`src/isa_pkg.sv`:
```
`default_nettype none

package isa_pkg;

  localparam int XLEN = 32;

  typedef enum logic [6:0] {
    OP     = 7'b0110011,
    OP_IMM = 7'b0010011,
    LOAD   = 7'b0000011,
    STORE  = 7'b0100011,
    BRANCH = 7'b1100011,
    LUI    = 7'b0110111,
    AUIPC  = 7'b0010111,
    JAL    = 7'b1101111,
    JALR   = 7'b1100111
  } opcode_t;

  // funct3, alu ops
  localparam logic [2:0] F3_ADD  = 3'b000;
  localparam logic [2:0] F3_SLL  = 3'b001;
  localparam logic [2:0] F3_XOR  = 3'b100;
  localparam logic [2:0] F3_SRL  = 3'b101; // sra shares it
  localparam logic [2:0] F3_OR   = 3'b110;
  localparam logic [2:0] F3_AND  = 3'b111;
  // funct3, memory and control flow
  localparam logic [2:0] F3_LB   = 3'b000;
  localparam logic [2:0] F3_LW   = 3'b010;
  localparam logic [2:0] F3_SB   = 3'b000;
  localparam logic [2:0] F3_SW   = 3'b010;
  localparam logic [2:0] F3_BEQ  = 3'b000;
  localparam logic [2:0] F3_BNE  = 3'b001;
  localparam logic [2:0] F3_BLT  = 3'b100;
  localparam logic [2:0] F3_BGE  = 3'b101;
  localparam logic [2:0] F3_BLTU = 3'b110;
  localparam logic [2:0] F3_BGEU = 3'b111;
  localparam logic [2:0] F3_JALR = 3'b000;

  localparam logic [6:0] F7_BASE = 7'b0000000;
  localparam logic [6:0] F7_ALT  = 7'b0100000; // sub, sra

  typedef struct packed {
    logic [6:0] funct7;
    logic [4:0] rs2;
    logic [4:0] rs1;
    logic [2:0] funct3;
    logic [4:0] rd;
    opcode_t    opcode;
  } r_fmt_t;

  typedef struct packed {
    logic [11:0] imm;
    logic [4:0]  rs1;
    logic [2:0]  funct3;
    logic [4:0]  rd;
    opcode_t     opcode;
  } i_fmt_t;

  typedef struct packed {
    logic [6:0] imm_hi;
    logic [4:0] rs2;
    logic [4:0] rs1;
    logic [2:0] funct3;
    logic [4:0] imm_lo;
    opcode_t    opcode;
  } s_fmt_t;

  typedef struct packed {
    logic       imm_12;
    logic [5:0] imm_10_5;
    logic [4:0] rs2;
    logic [4:0] rs1;
    logic [2:0] funct3;
    logic [3:0] imm_4_1;
    logic       imm_11;
    opcode_t    opcode;
  } b_fmt_t;

  typedef struct packed {
    logic [19:0] imm;
    logic [4:0]  rd;
    opcode_t     opcode;
  } u_fmt_t;

  typedef struct packed {
    logic       imm_20;
    logic [9:0] imm_10_1;
    logic       imm_11;
    logic [7:0] imm_19_12;
    logic [4:0] rd;
    opcode_t    opcode;
  } j_fmt_t;

  typedef union packed {
    r_fmt_t          r;
    i_fmt_t          i;
    s_fmt_t          s;
    b_fmt_t          b;
    u_fmt_t          u;
    j_fmt_t          j;
    logic [XLEN-1:0] raw;
  } inst_u;

endpackage

`default_nettype wire

```
`src/pc_unit.sv`:
```
`timescale 1ns/1ps
`default_nettype none

module pc_unit (
  input  wire                      clk,
  input  wire                      rst,
  input  wire                      busy,
  input  wire                      take_branch,
  input  wire [isa_pkg::XLEN-1:0]  branch_target,
  output logic [isa_pkg::XLEN-1:0] pc
);

  logic [isa_pkg::XLEN-1:0] pc_next;
  logic [isa_pkg::XLEN-1:0] pc_seq;

  assign pc_seq = pc + 32'd4;

  always_comb begin
    if (take_branch) begin
      pc_next = branch_target;
    end else begin
      pc_next = pc_seq;
    end
  end

  // hold through the first cycle of a memory access
  always_ff @(posedge clk or posedge rst) begin
    if (rst) begin
      pc <= '0;
    end else if (!busy) begin
      pc <= pc_next;
    end
  end

endmodule

`default_nettype wire

```
`config.mk`:
```
export PLATFORM = sky130hd
export DESIGN_NAME = pc_unit
export DESIGN_NICKNAME = d
export VERILOG_FILES = /design/src/isa_pkg.sv /design/src/pc_unit.sv
export SDC_FILE = /design/constraint.sdc
export NUM_CORES = 1
export LEC_CHECK = 0
export ABC_AREA = 1
export BUFFER_PORTS_ARGS = -buffer_cell sky130_fd_sc_hd__buf_2
export CAP_MARGIN = 40
export CORE_AREA = 2 2 75 77
export CTS_BUF_LIST = sky130_fd_sc_hd__clkbuf_4 sky130_fd_sc_hd__clkbuf_8 sky130_fd_sc_hd__clkbuf_16
export DETAILED_ROUTE_END_ITERATION = 12
export DIE_AREA = 0 0 77 79
export PLACE_DENSITY = 0.68
export SLEW_MARGIN = 20
export SYNTH_ARGS = -nofsm -noshare
export SYNTH_HDL_FRONTEND = slang
export SYNTH_SLANG_ARGS = --single-unit
```
`constraint.sdc`:
```
create_clock -name clk -period 2.5 [get_ports clk]
set_input_delay 0.125 -clock clk [delete_from_list [all_inputs] [get_ports clk]]
set_output_delay 0.125 -clock clk [all_outputs]
set_load 0.03 [all_outputs]
```
Word level (Yosys, flattened, before mapping)
Cells that the tools add are included.
Cells by class
  $add $sub $neg: 1
  muxes and demuxes: 1
Operator list (count)
  $add A32 B3 Y32 const B: 1
  $mux W32: 1
Word-level totals
  register bits after elaboration: 32
  input bits: 36
  output and inout port bits: 32
  word-level logic and storage cells: 3

Logic depth before layout (Yosys ltp)
  word-level depth: 2
  depth in mapped cells: 10

Worst setup path after synthesis
OpenSTA, ideal clock, no wires.
  path type: register to register
  start point: reg pc[3] in the netlist's numbering
  end point: reg pc[24] in the netlist's numbering
  arrival: 1.501 ns
  slack: 0.881 ns
  stages on the path, launching flop included: 11
  buffers on the path: 0
  clock period less this slack: 1.619 ns
  cell sequence: dfrtp_1 -> ha_1 -> nand2_1 -> nor2_4 -> nand2_1 -> nor2_4 -> nand2_1 -> nand2_1 -> nand3_1 -> nand2_1 -> nand2_1
Between the ends
  cells in the longest elaborated chain, start to end: 2
RTL lines
  start: declaration: line pc_unit.sv:10  | output logic [isa_pkg::XLEN-1:0] pc
  start signal: assignment: line pc_unit.sv:31  | pc <= pc_next;
  $add A32 B3 Y32: line pc_unit.sv:16  | assign pc_seq = pc + 32'd4;
  $mux W32: line pc_unit.sv:19  | if (take_branch) begin
Every way passes these cells.
A chain may end at the register's enable or synchronous reset.

Final worst setup path
  start point: reg pc[3] in the netlist's numbering
  end point: reg pc[26] in the netlist's numbering
Same word-level chain as after synthesis.

==> flow_metrics.py <==
metrics = {
    "outcome": {
        "status": "finished clean",
    },
    "power_and_ir_drop": {
        "p_total_w": 0.00156,
        "p_switching_w": 0.000620,
        "p_leak_nw": 1.41,
        "switching_share_pct": 39.7,
        "clockPowerShare_pct": 24.9,
        "vdd_drop_max_mv": 0.257,
        "pwr_density_cell_nw_per_um2": 569,
        "internal-power_w": 0.000941,
        "comb_power_share_pct": 31.3,
        "p_seq_share_pct": 43.8,
    },
    "finish": {
        "nNetsFinal": 458,
        "largest_reg_flops": 32,
        "max_flop_register": "pc",
        "diodes": 0,
        "top_regs": "pc (32)",
        "syn2layout_area_growth_pct": 22.4,
        "final_cell_count_no_fill": 493,
        "drive_gt1_share_pct": 21.9,
        "stdcell_area_um2": 2750,
        "mostFrequentLayoutCells": "nand2_1, buf_2, nor2_1, inv_1, nand3_1",
        "final_common_cell": "nand2_1",
    },
    "timing": {
        "skew_ns": 0.00948,
        "fmax_mhz": 641,
        "max_slew_margin_pct": 55.1,
        "fin_crit_ns": 1.56,
        "setup_tns_ns": 0,
        "finalWorstSetupSlack_ns": 0.939,
        "hold_viol": 0,
        "rsz0062_at_grt": "false",
        "setup_violations": 0,
        "drv_slew": 0,
        "fin_crit_sh_pct": 62.4,
        "worstMarginPinSlew_ns": 0.672,
    },
    "clock_network": {
        "clk_pin_slew_ns": 0.06,
        "cts-root-buf": "clkbuf_8",
        "clk_latency_ns": 0.29,
        "clock-sinks": 32,
        "cts_made_buffers": 5,
        "cts_tree": "done",
        "cts_max_path_buffers": 2,
        "htree_levels": 2,
    },
    "placed_design": {
        "dpl_cell_area_um2": 2660,
        "dp_hpwl_um": 4650,
        "place_ws_ns": 0.910,
        "place_inst": 485,
        "io_buffers": 67,
        "place_congestion": 0.908,
    },
    "worst_setup_path": {
        "startpoint_type": "register",
        "worstPathCellList": "ha_1 -> nand2_1 -> nor2_4 -> nand2_4 -> nor2_4 -> nand2_1 -> nand2_1 -> nand3_1 -> nand2_1 -> nand2_1",
        "cpMostUsedCell": "nand2_1",
        "cp_max_fo": 6,
        "critPathKind": "reg -> reg",
        "critical_path_required_ns": 2.67,
        "arrival_ns": 1.73,
        "critical-path-slowest-cell": "dfrtp_1",
        "critPathCaptureType": "register",
        "max_stage_delay_ns": 0.39,
    },
    "synth": {
        "yosysWarnings": 0,
        "syn_nets": 387,
        "synthesis.area_um2": 2240,
        "synth_edf_count": 0,
        "synth-seq-cells": 32,
        "synthArstFlopShare_pct": 100,
        "avgSynthCellArea_um2": 6.41,
        "synth_ff_type": "dfrtp_1",
        "synthCells": 350,
        "ys_types": 25,
        "ys_seq_area_share_pct": 35.7,
    },
    "floorplan": {
        "io-pin-count": 68,
        "die-area_um2": 6080,
        "initial_core_util_pct": 42.1,
        "die_w_um": 77,
        "rows": 27,
        "coreArea_um2": 5340,
        "die_h_um": 79,
    },
    "global_routing": {
        "grt_max_degree": 33,
        "antenna_found_initial": 0,
        "grtUsageTotal_pct": 22.3,
        "grt-ovfl-total": 0,
        "grt_pass1_wl_um": 10900,
        "grt_pass1_vias": 2398,
    },
    "route": {
        "drc_errors": 0,
        "drtPass1Iterations": 5,
        "routedWlPerCell_um": 12.5,
        "drt_iter0_drc": 94,
        "ant_nets": 0,
        "viasPerCell": 4.85,
        "num_vias": 2392,
        "wirelength_um": 6160,
    },
    "min_path": {
        "hp-class": "in -> reg",
    },
    "job": {
        "drv_cap": 0,
    },
}
## stage by stage
step,utilization [%],hold slack (ns)
detailed placement,49.7,0.238
global placement,49.7,0.235
floorplan,-,0.241
CTS,51.5,0.0319
global route,51.5,0.0472
finish,51.5,0.0428
## cells by family (layout without fill, tap and decap cells)
logic type	Yosys count	after routing	synth area share [%]
buf+inv	45	116	8.19
simple gates	233	233	44.7
xor+xnor	6	6	2.34
flops	32	32	35.7
fa+ha+maj	1	1	0.557
compound gates	33	33	8.53
## worst paths after layout
check,startpoint,to,slack (ns),cells past startpoint
max in group asynchronous,rst,pc[26],1.73,4
min reg2reg,pc[0],pc[0],0.47,2
max,pc[3],pc[26],0.94,10
min,branch_target[1],pc[1],0.04,3
min in group asynchronous,rst,pc[10],0.47,4
max reg2reg,pc[3],pc[26],0.94,10
## power groups by stage
stage	registers [W]	clock network (W)	logic [W]
floorplan	0.000808	0	0.000205
global placement	0.000690	0	0.000483
detailed placement	0.000692	0	0.000490
CTS	0.000683	0.000405	0.000492
global route	0.000699	0.000427	0.000544
finish	0.000684	0.000389	0.000488
## cell usage after synthesis, types with 3 or more instances
master / instances / area [um^2]
a21oi_1: 5 / 25.0
buf_2: 4 / 20.0
clkbuf_1: 3 / 11.3
dfrtp_1: 32 / 801
inv_1: 36 / 135
nand2_1: 143 / 537
nand3_1: 35 / 175
nor2_1: 37 / 139
nor2_2: 5 / 31.3
nor2_4: 7 / 78.8
o211ai_1: 6 / 45.0
o21ai_0: 17 / 85.1
xor2_1: 6 / 52.6
## metal layers
metal	vias up	GRT usage (%)	share of wire [%]
met5	-	0	0
met4	0	10.4	1.9
met3	12	3.86	4.9
met2	68	36.1	47
met1	1075	29.2	47
li1	1237	-	-
## final cells by class
cell class,instances,area (um^2)
inverter,37,139
tap,72,90.1
sequential,32,801
clock inverter,1,5.00
fill,586,2590
clock buffer,6,76.3
multi-input combinational,273,1260
timing repair buffer,72,375
## critical path: cells and delay by family (launching register included)
| family | cells | cell delay, ns |
|---|---|---|
| DFF | 1 | 0.39 |
| adders and majority gates | 1 | 0.18 |
| and+or+nand+nor | 9 | 0.88 |
## repair_timing
action | in CTS | in global routing
hold endpoints to repair | 32 | 0
setup buffers | 0 | 0
hold buffers | 1 | 0
resized for setup | 0 | 0
(Power assumes the default switching activity.)
