===== src/isa_pkg.sv =====
`default_nettype none

package isa_pkg;

  localparam int XLEN = 32;

  typedef enum logic [6:0] {
    OP     = 7'b0110011,
    OP_IMM = 7'b0010011,
    LOAD   = 7'b0000011,
    STORE  = 7'b0100011,
    BRANCH = 7'b1100011,
    LUI    = 7'b0110111,
    AUIPC  = 7'b0010111,
    JAL    = 7'b1101111,
    JALR   = 7'b1100111
  } opcode_t;

  // funct3, alu ops
  localparam logic [2:0] F3_ADD  = 3'b000;
  localparam logic [2:0] F3_SLL  = 3'b001;
  localparam logic [2:0] F3_XOR  = 3'b100;
  localparam logic [2:0] F3_SRL  = 3'b101; // sra shares it
  localparam logic [2:0] F3_OR   = 3'b110;
  localparam logic [2:0] F3_AND  = 3'b111;
  // funct3, memory and control flow
  localparam logic [2:0] F3_LB   = 3'b000;
  localparam logic [2:0] F3_LW   = 3'b010;
  localparam logic [2:0] F3_SB   = 3'b000;
  localparam logic [2:0] F3_SW   = 3'b010;
  localparam logic [2:0] F3_BEQ  = 3'b000;
  localparam logic [2:0] F3_BNE  = 3'b001;
  localparam logic [2:0] F3_BLT  = 3'b100;
  localparam logic [2:0] F3_BGE  = 3'b101;
  localparam logic [2:0] F3_BLTU = 3'b110;
  localparam logic [2:0] F3_BGEU = 3'b111;
  localparam logic [2:0] F3_JALR = 3'b000;

  localparam logic [6:0] F7_BASE = 7'b0000000;
  localparam logic [6:0] F7_ALT  = 7'b0100000; // sub, sra

  typedef struct packed {
    logic [6:0] funct7;
    logic [4:0] rs2;
    logic [4:0] rs1;
    logic [2:0] funct3;
    logic [4:0] rd;
    opcode_t    opcode;
  } r_fmt_t;

  typedef struct packed {
    logic [11:0] imm;
    logic [4:0]  rs1;
    logic [2:0]  funct3;
    logic [4:0]  rd;
    opcode_t     opcode;
  } i_fmt_t;

  typedef struct packed {
    logic [6:0] imm_hi;
    logic [4:0] rs2;
    logic [4:0] rs1;
    logic [2:0] funct3;
    logic [4:0] imm_lo;
    opcode_t    opcode;
  } s_fmt_t;

  typedef struct packed {
    logic       imm_12;
    logic [5:0] imm_10_5;
    logic [4:0] rs2;
    logic [4:0] rs1;
    logic [2:0] funct3;
    logic [3:0] imm_4_1;
    logic       imm_11;
    opcode_t    opcode;
  } b_fmt_t;

  typedef struct packed {
    logic [19:0] imm;
    logic [4:0]  rd;
    opcode_t     opcode;
  } u_fmt_t;

  typedef struct packed {
    logic       imm_20;
    logic [9:0] imm_10_1;
    logic       imm_11;
    logic [7:0] imm_19_12;
    logic [4:0] rd;
    opcode_t    opcode;
  } j_fmt_t;

  typedef union packed {
    r_fmt_t          r;
    i_fmt_t          i;
    s_fmt_t          s;
    b_fmt_t          b;
    u_fmt_t          u;
    j_fmt_t          j;
    logic [XLEN-1:0] raw;
  } inst_u;

endpackage

`default_nettype wire


===== src/core_pkg.sv =====
`default_nettype none

package core_pkg;

  localparam int REG_ADDR_W = 5;
  localparam int MEM_WORDS  = 256;
  localparam int MEM_ADDR_W = 8; // word index, byte address bits 9:2

  // zero encodings double as the inactive bundle
  typedef enum logic [3:0] {
    ADD    = 4'd0,
    SUB    = 4'd1,
    SLL    = 4'd2,
    SRL    = 4'd3,
    SRA    = 4'd4,
    AND    = 4'd5,
    OR     = 4'd6,
    XOR    = 4'd7,
    PASS_B = 4'd8
  } alu_op_t;

  typedef enum logic [2:0] {
    NONE = 3'd0,
    BEQ  = 3'd1,
    BNE  = 3'd2,
    BLT  = 3'd3,
    BGE  = 3'd4,
    BLTU = 3'd5,
    BGEU = 3'd6
  } branch_t;

  typedef enum logic [1:0] {
    ALU  = 2'd0,
    MEM  = 2'd1,
    LINK = 2'd2
  } wb_sel_t;

  typedef struct packed {
    alu_op_t alu_op;
    branch_t branch;
    logic    use_imm;    // operand b from immediate
    logic    pc_operand; // operand a from pc, auipc
    logic    jump;
    logic    jump_reg;
    logic    mem_read;
    logic    mem_write;
    logic    byte_access;
    logic    reg_write;
    wb_sel_t wb_sel;
  } ctrl_t;

  typedef struct packed {
    logic                     we;
    logic [MEM_ADDR_W-1:0]    addr;
    logic [isa_pkg::XLEN-1:0] data;
  } prog_t;

  typedef struct packed {
    logic                     valid;
    logic [isa_pkg::XLEN-1:0] pc;
    logic [REG_ADDR_W-1:0]    rd;
    logic [isa_pkg::XLEN-1:0] data;
  } retire_t;

endpackage

`default_nettype wire


===== src/register_file.sv =====
`timescale 1ns/1ps
`default_nettype none

module register_file (
  input  wire                             clk,
  input  wire                             rst,
  input  wire [core_pkg::REG_ADDR_W-1:0]  rs1,
  input  wire [core_pkg::REG_ADDR_W-1:0]  rs2,
  input  wire [core_pkg::REG_ADDR_W-1:0]  rd,
  input  wire core_pkg::ctrl_t             ctrl,
  input  wire [isa_pkg::XLEN-1:0]         alu_result,
  input  wire [isa_pkg::XLEN-1:0]         load_data,
  input  wire [isa_pkg::XLEN-1:0]         link,
  input  wire                             busy,
  output logic [isa_pkg::XLEN-1:0]        rs1_val,
  output logic [isa_pkg::XLEN-1:0]        rs2_val,
  output logic [isa_pkg::XLEN-1:0]        wb_data
);

  logic [2**core_pkg::REG_ADDR_W-1:0][isa_pkg::XLEN-1:0] regs;
  logic                                                  we;

  assign rs1_val = regs[rs1];
  assign rs2_val = regs[rs2];

  always_comb begin
    case (ctrl.wb_sel)
      core_pkg::MEM:  wb_data = load_data;
      core_pkg::LINK: wb_data = link;
      default:        wb_data = alu_result;
    endcase
    if (!ctrl.reg_write || rd == '0) wb_data = '0; // nothing written, report zero
  end

  assign we = ctrl.reg_write && !busy && rd != '0;

  always_ff @(posedge clk or posedge rst) begin
    if (rst) begin
      regs <= '0;
    end else if (we) begin
      regs[rd] <= wb_data;
    end
  end

  a_x0_zero: assert property (@(posedge clk) disable iff (rst) regs[0] == '0)
    else $error("x0 holds a nonzero value");

endmodule

`default_nettype wire


===== config.mk =====
export PLATFORM = sky130hd
export DESIGN_NAME = register_file
export DESIGN_NICKNAME = d
export VERILOG_FILES = /design/src/isa_pkg.sv /design/src/core_pkg.sv /design/src/register_file.sv
export SDC_FILE = /design/constraint.sdc
export NUM_CORES = 2
export LEC_CHECK = 0
export BUFFER_PORTS_ARGS = -buffer_cell sky130_fd_sc_hd__buf_4
export CORE_ASPECT_RATIO = 0.9
export CORE_MARGIN = 2
export CORE_UTILIZATION = 40
export CTS_BUF_LIST = sky130_fd_sc_hd__clkbuf_2
export DETAILED_ROUTE_END_ITERATION = 6
export GPL_TIMING_DRIVEN = 0
export PLACE_DENSITY = 0.65
export SYNTH_ARGS = -nofsm -noshare
export SYNTH_HDL_FRONTEND = slang
export SYNTH_SLANG_ARGS = --single-unit

===== constraint.sdc =====
create_clock -name clk -period 38.7 [get_ports clk]
set_clock_uncertainty 0.15 [all_clocks]
set_input_delay 5.805 -clock clk [delete_from_list [all_inputs] [get_ports clk]]
set_output_delay 5.805 -clock clk [all_outputs]
set_load 0.01 [all_outputs]

Yosys cells after proc, flatten, opt, wreduce, memory -nomap -nowiden
Cells that the tools add are included.

Register bits: 1024. Input bits: 131. Output and inout port bits: 96. Logic and storage cells: 55.

$lt $le $gt $ge: 4. Equal/unequal tests: 2. Muxes and demuxes: 9. Reduce and logical (&&, ||, !) cells: 8.

Operators by type and width (number): $bwmux 1024 (1); $bmux 32 s5 (2); $demux 32 s5 (1); $mux 32 (4); $pmux 32 s2 (1); $lt 5x6->1 const B (3); $ge 5x1->1 const B (1); $logic_not 5->1 (1); $reduce_bool 5->1 (1); $logic_and 1x1->1 (3); $eq 2x1->1 const B (1); $eq 2x2->1 const B (1); $logic_not 1->1 (2); $logic_or 1x1->1 (1).

Depth between registers and ports, before layout
Word-level depth: 5. Mapped depth: 9. Gate-level depth less buffers: 6.

Worst setup path after synthesis
No wires, ideal clock.

Path kind: in2out. Start point: in rs1[1] (netlist name). End point: out rs1_val[25] (netlist name). Arrival: 7.211 ns. Data required time: 32.745 ns. Path slack: 25.534 ns. Stages on the path: 8. Path buffers: 4. Path through: buf_2 > buf_2 > buf_2 > buf_2 > mux2i_1 > a22oi_1 > a31oi_1 > nand3_1.

Longest elaborated chain between the ends: 2.

RTL lines: from (decl) (line register_file.sv:7) `input wire [core_pkg::REG_ADDR_W-1:0] rs1,`; $bmux 32 s5 (line register_file.sv:23) `assign rs1_val = regs[rs1];`; $mux 32 (implied by the code) (line register_file.sv:23); to (decl) (line register_file.sv:15) `output logic [isa_pkg::XLEN-1:0] rs1_val,`.

Every way passes these cells. The select of a mux whose other input is x is not followed.

Worst setup path after layout
Start point: in rs1[2] (netlist name). End point: out rs1_val[27] (netlist name).

The elaborated chain is that of the path after synthesis.

==> results.py <==
metrics = {
    "run_status": {
        "status": "finished, violations left",
        "violations": "capacitance limit, slew limit",
    },
    "global_route": {
        "grt_first_pass_wirelength_mm": 335,
        "antenna_found_initial": 23,
        "grt-busiest-layer": "met2",
        "grt_start_max_net_pins": 128,
        "grt_overflow_total": 0,
        "met2_usage": 0.460,
        "grt_util_met1": 0.454,
        "grt_pass1_vias": 48900,
        "grt_util_all_layers": 0.333,
        "gr-usage-met3": 0.141,
    },
    "pwr": {
        "p_total_uw": 2390,
        "vdd_ir_drop_max_uv": 23.0,
        "powerDensity_nw_per_um2": 39.5,
        "p_leak_uw": 0.0288,
    },
    "routing": {
        "drt-vias-per-instance": 5.99,
        "drc": 0,
        "firstDrtPassIters": 6,
        "drtIter0Drc": 6392,
        "vias": 50300,
        "ant_nets": 0,
        "routed_wirelength_mm": 234,
        "wl_per_cell_um": 27.9,
    },
    "finish": {
        "final_common_cell": "nand2_1",
        "area_growth_pct": 12.0,
        "finalNetCount": 6520,
        "drive_gt1_frac": 0.131,
        "regMostFlops": "regs",
        "layout_common_cells": "nand2_1 (1277), mux2i_1 (1024), dfrtp_1 (1024)",
        "largest_register_ffs": 1024,
        "reg_top3": "regs (1024)",
    },
    "logic_synthesis": {
        "ys_seq_area_frac": 0.473,
        "yosys_warnings": 0,
        "postSynthAreaPerCell_um2": 9.21,
        "async_reset_ff_frac": 1.00,
        "synth_top_area_share": 0.473,
        "synth_flop_cell": "dfrtp_1",
        "synth_top_area_cell": "dfrtp_1",
        "synth-seq-cells": 1024,
        "netlist_area_um2": 54200,
        "synthTopCellsByArea": "dfrtp_1 (47%), mux2i_1 (19%), o21ai_0 (9.2%)",
        "syn_nets": 6011,
        "netlist_instances": 5878,
        "synth-edff-count": 0,
        "synth_cell_types": 33,
    },
    "timing": {
        "period_needed_ns": 15.77,
        "setup-violations-final": 0,
        "hold_viol": 0,
        "drv_slew": 11,
        "fmax_mhz": 63.4,
        "setup_tns_ns": 0,
        "worstMarginPinSlew_ns": 1.53,
        "finalCritPeriodShare": 0.408,
        "rsz0062_at_grt": "false",
        "slew-limit-headroom": -0.0174,
    },
    "job": {
        "max_cap_violations": 2,
    },
    "clocking": {
        "root_buffer": "clkbuf_2",
        "holdBufCountCts": 0,
        "cts_sinks": 1024,
        "numCtsBuffers": 288,
        "htree_levels": 5,
        "clk_pin_slew_worst_paths_ns": 0.10,
        "cts_resized": 0,
        "postCtsSetupBuffers": 0,
        "cts_tree": "yes",
        "cts_buffer_depth": 4,
        "clk_latency_ns": 1.70,
    },
    "placement": {
        "gp_congestion": 0.997,
        "port_buffers": 210,
        "hpwl_mm": 179,
    },
    "setup_path": {
        "worstSetupPathType": "input pin to output pin",
        "rrSetupSlack_ns": 37.75,
        "path_buf_inv": 5,
        "critPathMaxStageDelay_ns": 0.96,
        "cpLargestDelayFamily": "buffers and inverters",
        "cp_max_fo": 10,
        "crit_chain": "buf_4, and2_1, clkbuf_1, clkbuf_1, buf_1, a22oi_1, nand3_1, nand3_1, buf_4",
        "cp-end-kind": "output pin",
        "cp.required_ns": 32.74,
        "slowest_stage": "clkbuf_1",
        "cp.arrival_ns": 9.82,
        "worst_setup_path_start_kind": "input pin",
    },
    "die": {
        "die_y_um": 353,
        "die_x_um": 392,
        "initial_core_util": 0.402,
        "die-area_um2": 138000,
        "coreArea_um2": 135000,
        "pin_count": 227,
        "rows": 128,
    },
    "worst_hold_path": {
        "hold_class": "flip-flop to flip-flop",
    },
}
## metal layers
| metal | part of all wire | vias to the layer above |
|---|---|---|
| li1 | - | 21800 |
| met1 | 0.41 | 25000 |
| met2 | 0.41 | 2978 |
| met3 | 0.14 | 493 |
| met4 | 0.040 | 12 |
| met5 | 0.00043 | - |
## logic make-up after synthesis
kind of cell,after synthesis,synth area share
simple gates,1574,0.117
flops,1024,0.473
compound gates,1633,0.172
mux,1024,0.189
buf+inv,621,0.0481
fa+ha+maj,2,0.000462
## worst reg2reg max path: cells and delay by family (launching register included)
| family | cells | cell delay [ns] |
|---|---|---|
| AO/OA/AOI/OAI | 1 | 0.10 |
| flip-flops | 1 | 0.47 |
| AND/OR/NAND/NOR | 1 | 0.08 |
## synthesized netlist by cell type (3+ instances only)
master       n
o21ai_1     28
clkbuf_1   352
a22o_1     128
buf_4        3
a22oi_1    224
nand3_1    193
buf_2      127
dfrtp_1   1024
nand2_1   1277
clkbuf_2    75
a21oi_1    192
buf_1       28
inv_1       35
nor3_1      67
o21ai_0    996
a31oi_1     64
mux2i_1   1024
nor2_1       9
nand2b_1     7
nor2b_1      6
nand4_1      3
## where the power goes
part	leakage (uW)	total [uW]	switching, uW	internal (uW)
logic	0.0128	420	282	138
registers	0.0141	1190	55.6	1140
clock network	0.00184	780	488	292
total	0.0288	2390	826	1570
## worst paths after layout
check                                      start                    end  cells past startpoint
min                         regs[10]$_DFFE_PP0P_   regs[10]$_DFFE_PP0P_                      1
max                                       rs1[2]            rs1_val[27]                      9
max reg2reg                regs[384]$_DFFE_PP0P_  regs[384]$_DFFE_PP0P_                      2
min reg2reg                 regs[10]$_DFFE_PP0P_   regs[10]$_DFFE_PP0P_                      1
min in group asynchronous                    rst  regs[215]$_DFFE_PP0P_                      2
max in group asynchronous                    rst  regs[390]$_DFFE_PP0P_                      6
## layout make-up
type | instances | area, um^2
Multi-Input combinational cell | 4233 | 25900
Sequential cell | 1024 | 25600
Timing Repair Buffer | 219 | 1820
Fill cell | 13500 | 74200
Clock buffer | 409 | 2050
Antenna cell | 12 | 30.0
Inverter | 35 | 139
Buffer | 586 | 2470
Clock inverter | 58 | 282
Tap cell | 1820 | 2280
## through the flow
stage	cell area [um^2]	util	instances	hold slack (ns)	setup slack, ns
global placement	58000	0.430	7908	0.310	-7.89
global route	60600	0.450	8389	0.361	22.96
detailed placement	58300	0.432	7917	0.320	23.23
CTS	60600	0.449	8384	0.343	23.22
finish	60600	0.450	8396	0.345	22.93
floorplan	54200	-	5878	0.299	3.93
Power figures use the tool's default switching activity.
