[config.mk]
export PLATFORM = sky130hd
export DESIGN_NAME = decode_unit
export DESIGN_NICKNAME = d
export VERILOG_FILES = /design/src/isa_pkg.sv /design/src/core_pkg.sv /design/src/decode_unit.sv
export SDC_FILE = /design/constraint.sdc
export NUM_CORES = 1
export LEC_CHECK = 0
export BUFFER_PORTS_ARGS = -buffer_cell sky130_fd_sc_hd__buf_2
export CAP_MARGIN = 25
export CORE_UTILIZATION = 43
export DETAILED_ROUTE_END_ITERATION = 8
export PLACE_DENSITY_LB_ADDON = 0.3
export SLEW_MARGIN = 15
export SYNTH_ARGS = -nofsm -noshare
export SYNTH_HDL_FRONTEND = slang
export SYNTH_SLANG_ARGS = --single-unit
[constraint.sdc]
create_clock -name vclk -period 3.1
set_input_delay 0.31 -clock vclk [all_inputs]
set_output_delay 0.31 -clock vclk [all_outputs]
set_load 0.05 [all_outputs]
[src/isa_pkg.sv]
`default_nettype none

package isa_pkg;

  localparam int XLEN = 32;

  typedef enum logic [6:0] {
    OP     = 7'b0110011,
    OP_IMM = 7'b0010011,
    LOAD   = 7'b0000011,
    STORE  = 7'b0100011,
    BRANCH = 7'b1100011,
    LUI    = 7'b0110111,
    AUIPC  = 7'b0010111,
    JAL    = 7'b1101111,
    JALR   = 7'b1100111
  } opcode_t;

  // funct3, alu ops
  localparam logic [2:0] F3_ADD  = 3'b000;
  localparam logic [2:0] F3_SLL  = 3'b001;
  localparam logic [2:0] F3_XOR  = 3'b100;
  localparam logic [2:0] F3_SRL  = 3'b101; // sra shares it
  localparam logic [2:0] F3_OR   = 3'b110;
  localparam logic [2:0] F3_AND  = 3'b111;
  // funct3, memory and control flow
  localparam logic [2:0] F3_LB   = 3'b000;
  localparam logic [2:0] F3_LW   = 3'b010;
  localparam logic [2:0] F3_SB   = 3'b000;
  localparam logic [2:0] F3_SW   = 3'b010;
  localparam logic [2:0] F3_BEQ  = 3'b000;
  localparam logic [2:0] F3_BNE  = 3'b001;
  localparam logic [2:0] F3_BLT  = 3'b100;
  localparam logic [2:0] F3_BGE  = 3'b101;
  localparam logic [2:0] F3_BLTU = 3'b110;
  localparam logic [2:0] F3_BGEU = 3'b111;
  localparam logic [2:0] F3_JALR = 3'b000;

  localparam logic [6:0] F7_BASE = 7'b0000000;
  localparam logic [6:0] F7_ALT  = 7'b0100000; // sub, sra

  typedef struct packed {
    logic [6:0] funct7;
    logic [4:0] rs2;
    logic [4:0] rs1;
    logic [2:0] funct3;
    logic [4:0] rd;
    opcode_t    opcode;
  } r_fmt_t;

  typedef struct packed {
    logic [11:0] imm;
    logic [4:0]  rs1;
    logic [2:0]  funct3;
    logic [4:0]  rd;
    opcode_t     opcode;
  } i_fmt_t;

  typedef struct packed {
    logic [6:0] imm_hi;
    logic [4:0] rs2;
    logic [4:0] rs1;
    logic [2:0] funct3;
    logic [4:0] imm_lo;
    opcode_t    opcode;
  } s_fmt_t;

  typedef struct packed {
    logic       imm_12;
    logic [5:0] imm_10_5;
    logic [4:0] rs2;
    logic [4:0] rs1;
    logic [2:0] funct3;
    logic [3:0] imm_4_1;
    logic       imm_11;
    opcode_t    opcode;
  } b_fmt_t;

  typedef struct packed {
    logic [19:0] imm;
    logic [4:0]  rd;
    opcode_t     opcode;
  } u_fmt_t;

  typedef struct packed {
    logic       imm_20;
    logic [9:0] imm_10_1;
    logic       imm_11;
    logic [7:0] imm_19_12;
    logic [4:0] rd;
    opcode_t    opcode;
  } j_fmt_t;

  typedef union packed {
    r_fmt_t          r;
    i_fmt_t          i;
    s_fmt_t          s;
    b_fmt_t          b;
    u_fmt_t          u;
    j_fmt_t          j;
    logic [XLEN-1:0] raw;
  } inst_u;

endpackage

`default_nettype wire

[src/core_pkg.sv]
`default_nettype none

package core_pkg;

  localparam int REG_ADDR_W = 5;
  localparam int MEM_WORDS  = 256;
  localparam int MEM_ADDR_W = 8; // word index, byte address bits 9:2

  // zero encodings double as the inactive bundle
  typedef enum logic [3:0] {
    ADD    = 4'd0,
    SUB    = 4'd1,
    SLL    = 4'd2,
    SRL    = 4'd3,
    SRA    = 4'd4,
    AND    = 4'd5,
    OR     = 4'd6,
    XOR    = 4'd7,
    PASS_B = 4'd8
  } alu_op_t;

  typedef enum logic [2:0] {
    NONE = 3'd0,
    BEQ  = 3'd1,
    BNE  = 3'd2,
    BLT  = 3'd3,
    BGE  = 3'd4,
    BLTU = 3'd5,
    BGEU = 3'd6
  } branch_t;

  typedef enum logic [1:0] {
    ALU  = 2'd0,
    MEM  = 2'd1,
    LINK = 2'd2
  } wb_sel_t;

  typedef struct packed {
    alu_op_t alu_op;
    branch_t branch;
    logic    use_imm;    // operand b from immediate
    logic    pc_operand; // operand a from pc, auipc
    logic    jump;
    logic    jump_reg;
    logic    mem_read;
    logic    mem_write;
    logic    byte_access;
    logic    reg_write;
    wb_sel_t wb_sel;
  } ctrl_t;

  typedef struct packed {
    logic                     we;
    logic [MEM_ADDR_W-1:0]    addr;
    logic [isa_pkg::XLEN-1:0] data;
  } prog_t;

  typedef struct packed {
    logic                     valid;
    logic [isa_pkg::XLEN-1:0] pc;
    logic [REG_ADDR_W-1:0]    rd;
    logic [isa_pkg::XLEN-1:0] data;
  } retire_t;

endpackage

`default_nettype wire

[src/decode_unit.sv]
`timescale 1ns/1ps
`default_nettype none

module decode_unit (
  input  wire isa_pkg::inst_u              inst,
  output logic [core_pkg::REG_ADDR_W-1:0] rs1,
  output logic [core_pkg::REG_ADDR_W-1:0] rs2,
  output logic [core_pkg::REG_ADDR_W-1:0] rd,
  output logic [isa_pkg::XLEN-1:0]        imm,
  output core_pkg::ctrl_t                 ctrl
);

  logic                     sign;
  logic                     f7_base;
  logic                     f7_alt;
  logic                     known;
  logic                     has_rd;
  core_pkg::ctrl_t          c;
  logic [isa_pkg::XLEN-1:0] imm_i;
  logic [isa_pkg::XLEN-1:0] imm_s;
  logic [isa_pkg::XLEN-1:0] imm_b;
  logic [isa_pkg::XLEN-1:0] imm_u;
  logic [isa_pkg::XLEN-1:0] imm_j;

  assign sign    = inst.raw[isa_pkg::XLEN-1]; // same sign bit in every format
  assign f7_base = inst.r.funct7 == isa_pkg::F7_BASE;
  assign f7_alt  = inst.r.funct7 == isa_pkg::F7_ALT;

  assign imm_i = {{20{sign}}, inst.i.imm};
  assign imm_s = {{20{sign}}, inst.s.imm_hi, inst.s.imm_lo};
  assign imm_b = {{19{sign}}, inst.b.imm_12, inst.b.imm_11, inst.b.imm_10_5,
                  inst.b.imm_4_1, 1'b0};
  assign imm_u = {inst.u.imm, 12'b0};
  assign imm_j = {{11{sign}}, inst.j.imm_20, inst.j.imm_19_12, inst.j.imm_11,
                  inst.j.imm_10_1, 1'b0};

  always_comb begin
    c      = '0;
    known  = 1'b1;
    has_rd = 1'b0;
    imm    = '0;
    case (inst.r.opcode)
      isa_pkg::OP: begin
        c.reg_write = 1'b1;
        has_rd      = 1'b1;
        case (inst.r.funct3)
          isa_pkg::F3_ADD: c.alu_op = f7_alt ? core_pkg::SUB : core_pkg::ADD;
          isa_pkg::F3_SLL: c.alu_op = core_pkg::SLL;
          isa_pkg::F3_XOR: c.alu_op = core_pkg::XOR;
          isa_pkg::F3_SRL: c.alu_op = f7_alt ? core_pkg::SRA : core_pkg::SRL;
          isa_pkg::F3_OR:  c.alu_op = core_pkg::OR;
          isa_pkg::F3_AND: c.alu_op = core_pkg::AND;
          default:         known = 1'b0; // slt, sltu
        endcase
        // alt funct7 only for sub and sra
        if (!f7_base && !(f7_alt && (inst.r.funct3 == isa_pkg::F3_ADD ||
                                     inst.r.funct3 == isa_pkg::F3_SRL))) begin
          known = 1'b0;
        end
      end
      isa_pkg::OP_IMM: begin
        c.reg_write = 1'b1;
        c.use_imm   = 1'b1;
        has_rd      = 1'b1;
        imm         = imm_i;
        case (inst.i.funct3)
          isa_pkg::F3_ADD: c.alu_op = core_pkg::ADD;
          isa_pkg::F3_XOR: c.alu_op = core_pkg::XOR;
          isa_pkg::F3_OR:  c.alu_op = core_pkg::OR;
          isa_pkg::F3_AND: c.alu_op = core_pkg::AND;
          isa_pkg::F3_SLL: begin
            c.alu_op = core_pkg::SLL;
            known    = f7_base;
          end
          isa_pkg::F3_SRL: begin
            c.alu_op = f7_alt ? core_pkg::SRA : core_pkg::SRL;
            known    = f7_base | f7_alt;
          end
          default:         known = 1'b0;
        endcase
      end
      isa_pkg::LOAD: begin
        c.use_imm     = 1'b1;
        c.mem_read    = 1'b1;
        c.reg_write   = 1'b1;
        c.wb_sel      = core_pkg::MEM;
        c.byte_access = inst.i.funct3 == isa_pkg::F3_LB;
        has_rd        = 1'b1;
        imm           = imm_i;
        known = inst.i.funct3 == isa_pkg::F3_LB || inst.i.funct3 == isa_pkg::F3_LW;
      end
      isa_pkg::STORE: begin
        c.use_imm     = 1'b1;
        c.mem_write   = 1'b1;
        c.byte_access = inst.s.funct3 == isa_pkg::F3_SB;
        imm           = imm_s;
        known = inst.s.funct3 == isa_pkg::F3_SB || inst.s.funct3 == isa_pkg::F3_SW;
      end
      isa_pkg::BRANCH: begin
        imm = imm_b;
        case (inst.b.funct3)
          isa_pkg::F3_BEQ:  c.branch = core_pkg::BEQ;
          isa_pkg::F3_BNE:  c.branch = core_pkg::BNE;
          isa_pkg::F3_BLT:  c.branch = core_pkg::BLT;
          isa_pkg::F3_BGE:  c.branch = core_pkg::BGE;
          isa_pkg::F3_BLTU: c.branch = core_pkg::BLTU;
          isa_pkg::F3_BGEU: c.branch = core_pkg::BGEU;
          default:          known = 1'b0;
        endcase
      end
      isa_pkg::LUI: begin
        c.alu_op    = core_pkg::PASS_B;
        c.use_imm   = 1'b1;
        c.reg_write = 1'b1;
        has_rd      = 1'b1;
        imm         = imm_u;
      end
      isa_pkg::AUIPC: begin
        c.pc_operand = 1'b1;
        c.use_imm    = 1'b1;
        c.reg_write  = 1'b1;
        has_rd       = 1'b1;
        imm          = imm_u;
      end
      isa_pkg::JAL: begin
        c.jump      = 1'b1;
        c.reg_write = 1'b1;
        c.wb_sel    = core_pkg::LINK;
        has_rd      = 1'b1;
        imm         = imm_j;
      end
      isa_pkg::JALR: begin
        c.jump      = 1'b1;
        c.jump_reg  = 1'b1;
        c.reg_write = 1'b1;
        c.wb_sel    = core_pkg::LINK;
        has_rd      = 1'b1;
        imm         = imm_i;
        known       = inst.i.funct3 == isa_pkg::F3_JALR;
      end
      default: known = 1'b0;
    endcase
  end

  assign ctrl = known ? c : core_pkg::ctrl_t'('0);
  assign rd   = (known && has_rd) ? inst.r.rd : '0; // zero for stores and branches
  assign rs1  = inst.r.rs1;
  assign rs2  = inst.r.rs2;

endmodule

`default_nettype wire

Word-level counts from Yosys, hierarchy flattened. Cells that the tools add are included.

Flip-flop bits (word level): 0. Input port bits: 32.

Eq/ne operators: 16. Multiplexer cells: 23. Bitwise gates (word level): 1. Reduce and logical (&&, ||, !) cells: 18.

Operators by type and width (count): case mux 32 bit (5 select lines) (1); case mux 3 bit (6 select lines) (2); == test 7 x 6 -> 1 bit (second input constant) (4); == test 7 bit (second input constant) (3); 2-to-1 mux 17 bit (1); case mux 3 bit (5 select lines) (1); == test 7 x 5 -> 1 bit (second input constant) (2); == test 3 bit (second input constant) (4); case mux 4 bit (3 select lines) (1); 2-to-1 mux 1 bit (11); == test 7 x 2 -> 1 bit (second input constant) (1); zero test 7 bit (1); OR reduction 7 bit (1); 2-to-1 mux 3 bit (2); case mux 1 bit (6 select lines) (1); OR reduction 2 bit (3); OR reduction 3 bit (2); OR reduction 6 bit (1); 2-to-1 mux 5 bit (1); OR reduction 5 bit (1); case mux 2 bit (2 select lines) (1); OR reduction 4 bit (1); == test 3 x 1 -> 1 bit (second input constant) (1); == test 3 x 2 -> 1 bit (second input constant) (1); other kinds (6) (10).

Longest topological paths before layout.
Depth in word-level cells: 9. Gate-level depth with buffers: 8. Depth with buffers taken out: 4.

Worst setup path before layout. No wires, ideal clock.

Kind: in2out. Start: input port inst[27] in the netlist's numbering. End: output port ctrl[4] in the netlist's numbering. Arrival time: 2569 ps. Required time: 2790 ps. Setup slack: 221 ps. Stages on the path: 5. Path buffers: 1. Cell sequence: or4_4 o41ai_2 a32oi_1 buf_6 a21boi_0.

RTL lines: start, declared (line decode_unit.sv:5) `input wire isa_pkg::inst_u inst,`; end, declared (line decode_unit.sv:10) `output core_pkg::ctrl_t ctrl`.

==> results.md <==
- The run finished with clean final reports.
- The highest-utilization routing layer at the global route stage is met2.
- For this run, global-route usage on met2 was measured as 0.439.
- The die outline height is 51.6 µm.
- The ratio of final minimum period to clock period is 0.878.
- At the worst endpoint, the arrival time is 2.41 ns.
- In the global route stage, met1 resource usage came out at 0.297.
- The detailed-router iteration count before antenna repair is 6.
- Setup total negative slack on the finished layout was measured at 0 ns.
- The worst-case hold path end point is rs1[3].
- The cell area that synthesis handed to floorplanning was 1060 µm².
- The sequential cell count is 0.
- The count of port buffers added during placement is 96.
- The number of ports placed on the die boundary is 96.
- Data on the critical path is required at its endpoint by 2.79 ns.
- The number of rows in the core area is 17.
- The final antenna-violating net count is 0.
- The half-perimeter wire length of the detailed placement result is 2700 µm.
- On the critical path the largest part of the delay comes from compound AO/OA/AOI/OAI gates.
- The initial antenna violation count is 0.
- The master of the slowest instance on the critical path is or4_4.
- The shortest clock period the worst path allows after layout is 2.72 ns.
- The wire length of the first global-routing pass is 4910 µm.
- The area taken by flip-flops and latches is 0 µm².
- The die area is 2670 µm².
- The signal on the critical path passes through buf_2 -> or4_4 -> o41ai_2 -> a32oi_1 -> a2111oi_2 -> buf_2.
- The delay of the slowest critical-path stage is 0.55 ns.
- The net count of the mapped netlist is 193.
- The wire length per cell is 12.8 µm.
- 0 antenna diodes ended up in the layout.
- The post-cts hold buffer count is 0.
- Entering global routing, the biggest net connects 16 pins.
- The congestion estimate from routability-driven global placement came to 0.844.
- The kind of critical path is in2out.
- The number of different library cells used by synthesis comes to 47.
- Of the synthesized area, sequential elements account for 0.
- For this run, the number of Yosys warnings is 0.
- In the finished layout, the clock tree contains a buffer count of 0.
- Across the VDD grid, the largest voltage drop is 0.0917 mV.
- Counting instances, the worst hold path has a depth of 2.
- The path class of the tightest hold or removal check is in2out.
- The final-layout fill cell count is 247.
- After detailed routing, the total wire length is 3370 µm.
- The number of setup violations in the final report is 0.
- The average instance in the mapped netlist occupies 6.58 µm².
- For this block, the via count after detailed routing is 1,505.
- The worst pin sits at a relative slew slack of 0.228.
- The pin slew with the least headroom to its limit is 1.16 ns.
- The initial utilization of the core area, before any placement, comes to 0.466.
- In this run the most critical hold path is launched from inst[18].
- The type of origin of the critical path is an input pin.
- The via count of the first global-routing pass is 1,111.
- The layout cell share with drive strength beyond 1 is 0.468.
- The static power due to leakage is 0.000888 µW.
- The maximum clock frequency is 0.367 GHz.
- The area inside the core boundary is 2280 µm².
- The cell that appears most often on the critical path is buf_2.
- The number of nets in the final layout is 269.
- The kind of end point of the critical path is an output pin.
- The instance count of the mapped netlist is 161.
- The number of buffers and inverters on the critical path is 2.
- In the routed design, unresolved DRC markers number 0.
- The count of cells in the finished layout, fillers not included, comes to 263.
- For this block, the initial DRC count from the detailed router was 13.
- The floorplan step set the die width to 51.6 µm.
- After detailed placement, the design holds a cell count of 263.
- Setup repair after global routing left no endpoint under its margin.
- Once the clock tree was built, the setup fixing pass inserted 0 buffers.
- Of all nets on the critical path, the largest fanout is 12.
- The area growth from synthesis to layout is 35.7%.
- In the routed layout, each cell is associated on average with a via count of 5.72.
- The total routing resource utilization after global routing is 0.229.
- The total congestion overflow is 0.
- The post-cts resize count is 0.
- The met3 usage is 0.00877.
- The max-capacitance violation count is 0.
- The number of pins exceeding their max-slew limit in the final report came to 0.
- The power density normalized to cell area is 114 nW/µm².
- The count of final hold-check violations is 0.
## cell usage in the layout, fill, tap and decap left out, types with 2 or more instances in the layout
master,synthesis,final
nand3_1,8,8
nand4b_1,2,2
a22o_1,5,5
nand3b_1,2,2
nor3_1,5,5
and2_1,7,7
and2b_1,3,3
a41oi_1,2,2
a21o_1,18,18
nand4bb_1,2,2
buf_4,12,3
or3_1,3,3
nand2b_1,2,2
o31ai_1,2,2
o21ai_0,7,7
nor2b_1,4,4
nand2_1,7,7
a21boi_0,2,2
a21oi_1,13,13
inv_1,3,3
nor2_1,13,13
a211oi_2,3,3
buf_2,4,96
a211oi_1,2,2
nor4_1,3,3
## worst max-delay path by stage
stage / start / endpoint / slack (ns) / cells after the start
6_report: inst[27] / ctrl[14] / 0.38 / 6
5_1_grt: inst[27] / ctrl[14] / 0.29 / 6
4_1_cts: inst[27] / ctrl[14] / 0.40 / 6
3_5_place_dp: inst[27] / ctrl[14] / 0.41 / 6
3_3_place_gp: inst[27] / ctrl[14] / 0.42 / 6
2_1_floorplan: inst[27] / ctrl[4] / 0.22 / 5
## report_power, final
part	internal, µW	switching (µW)
clock	0	0
sequential	0	0
combinational	48.1	116
## Yosys cell counts, drive strengths merged (3+ instances only)
library cell,n,area share
nor2,13,0.046
a211oi,5,0.050
buf,19,0.13
nor3,5,0.024
a21o,19,0.14
a22o,5,0.041
and2,8,0.048
nand3,8,0.038
a21oi,14,0.070
or3,3,0.018
and2b,3,0.021
nor4,3,0.018
nor2b,4,0.024
inv,3,0.011
o21ai,7,0.033
nand2,7,0.025
clkbuf,6,0.022
## cells by family after synthesis
kind of cell	Yosys count	share of synthesized area
buffers and inverters	28	0.162
XOR/XNOR	1	0.00827
AO/OA/AOI/OAI	63	0.445
AND/OR/NAND/NOR	69	0.385
## per-stage QoR
| step | total power [µW] | hold slack, ns | setup WS, ns | utilization | instance area (µm²) |
|---|---|---|---|---|---|
| global route | 175 | 0.928 | 0.286 | 0.632 | 1440 |
| CTS | 163 | 0.926 | 0.405 | 0.632 | 1440 |
| detailed placement | 162 | 0.925 | 0.414 | 0.632 | 1440 |
| finish | 164 | 0.924 | 0.377 | 0.632 | 1440 |
| floorplan | 122 | 0.787 | 0.221 | - | 1060 |
| global placement | 161 | 0.924 | 0.422 | 0.632 | 1440 |
## routing by layer
layer	vias up	share of wire
met1	683	0.44
met3	0	0.078
met5	-	0
met4	0	0
met2	80	0.48
li1	742	-
## final cells by class
type | count | area [µm²] | area share
Inverter | 3 | 11.3 | 0.00783
Timing Repair Buffer | 99 | 503 | 0.350
Tap cell | 28 | 35.0 | 0.0244
Multi-Input combinational cell | 133 | 888 | 0.618
No activity file was read; power rests on OpenSTA's default activity.
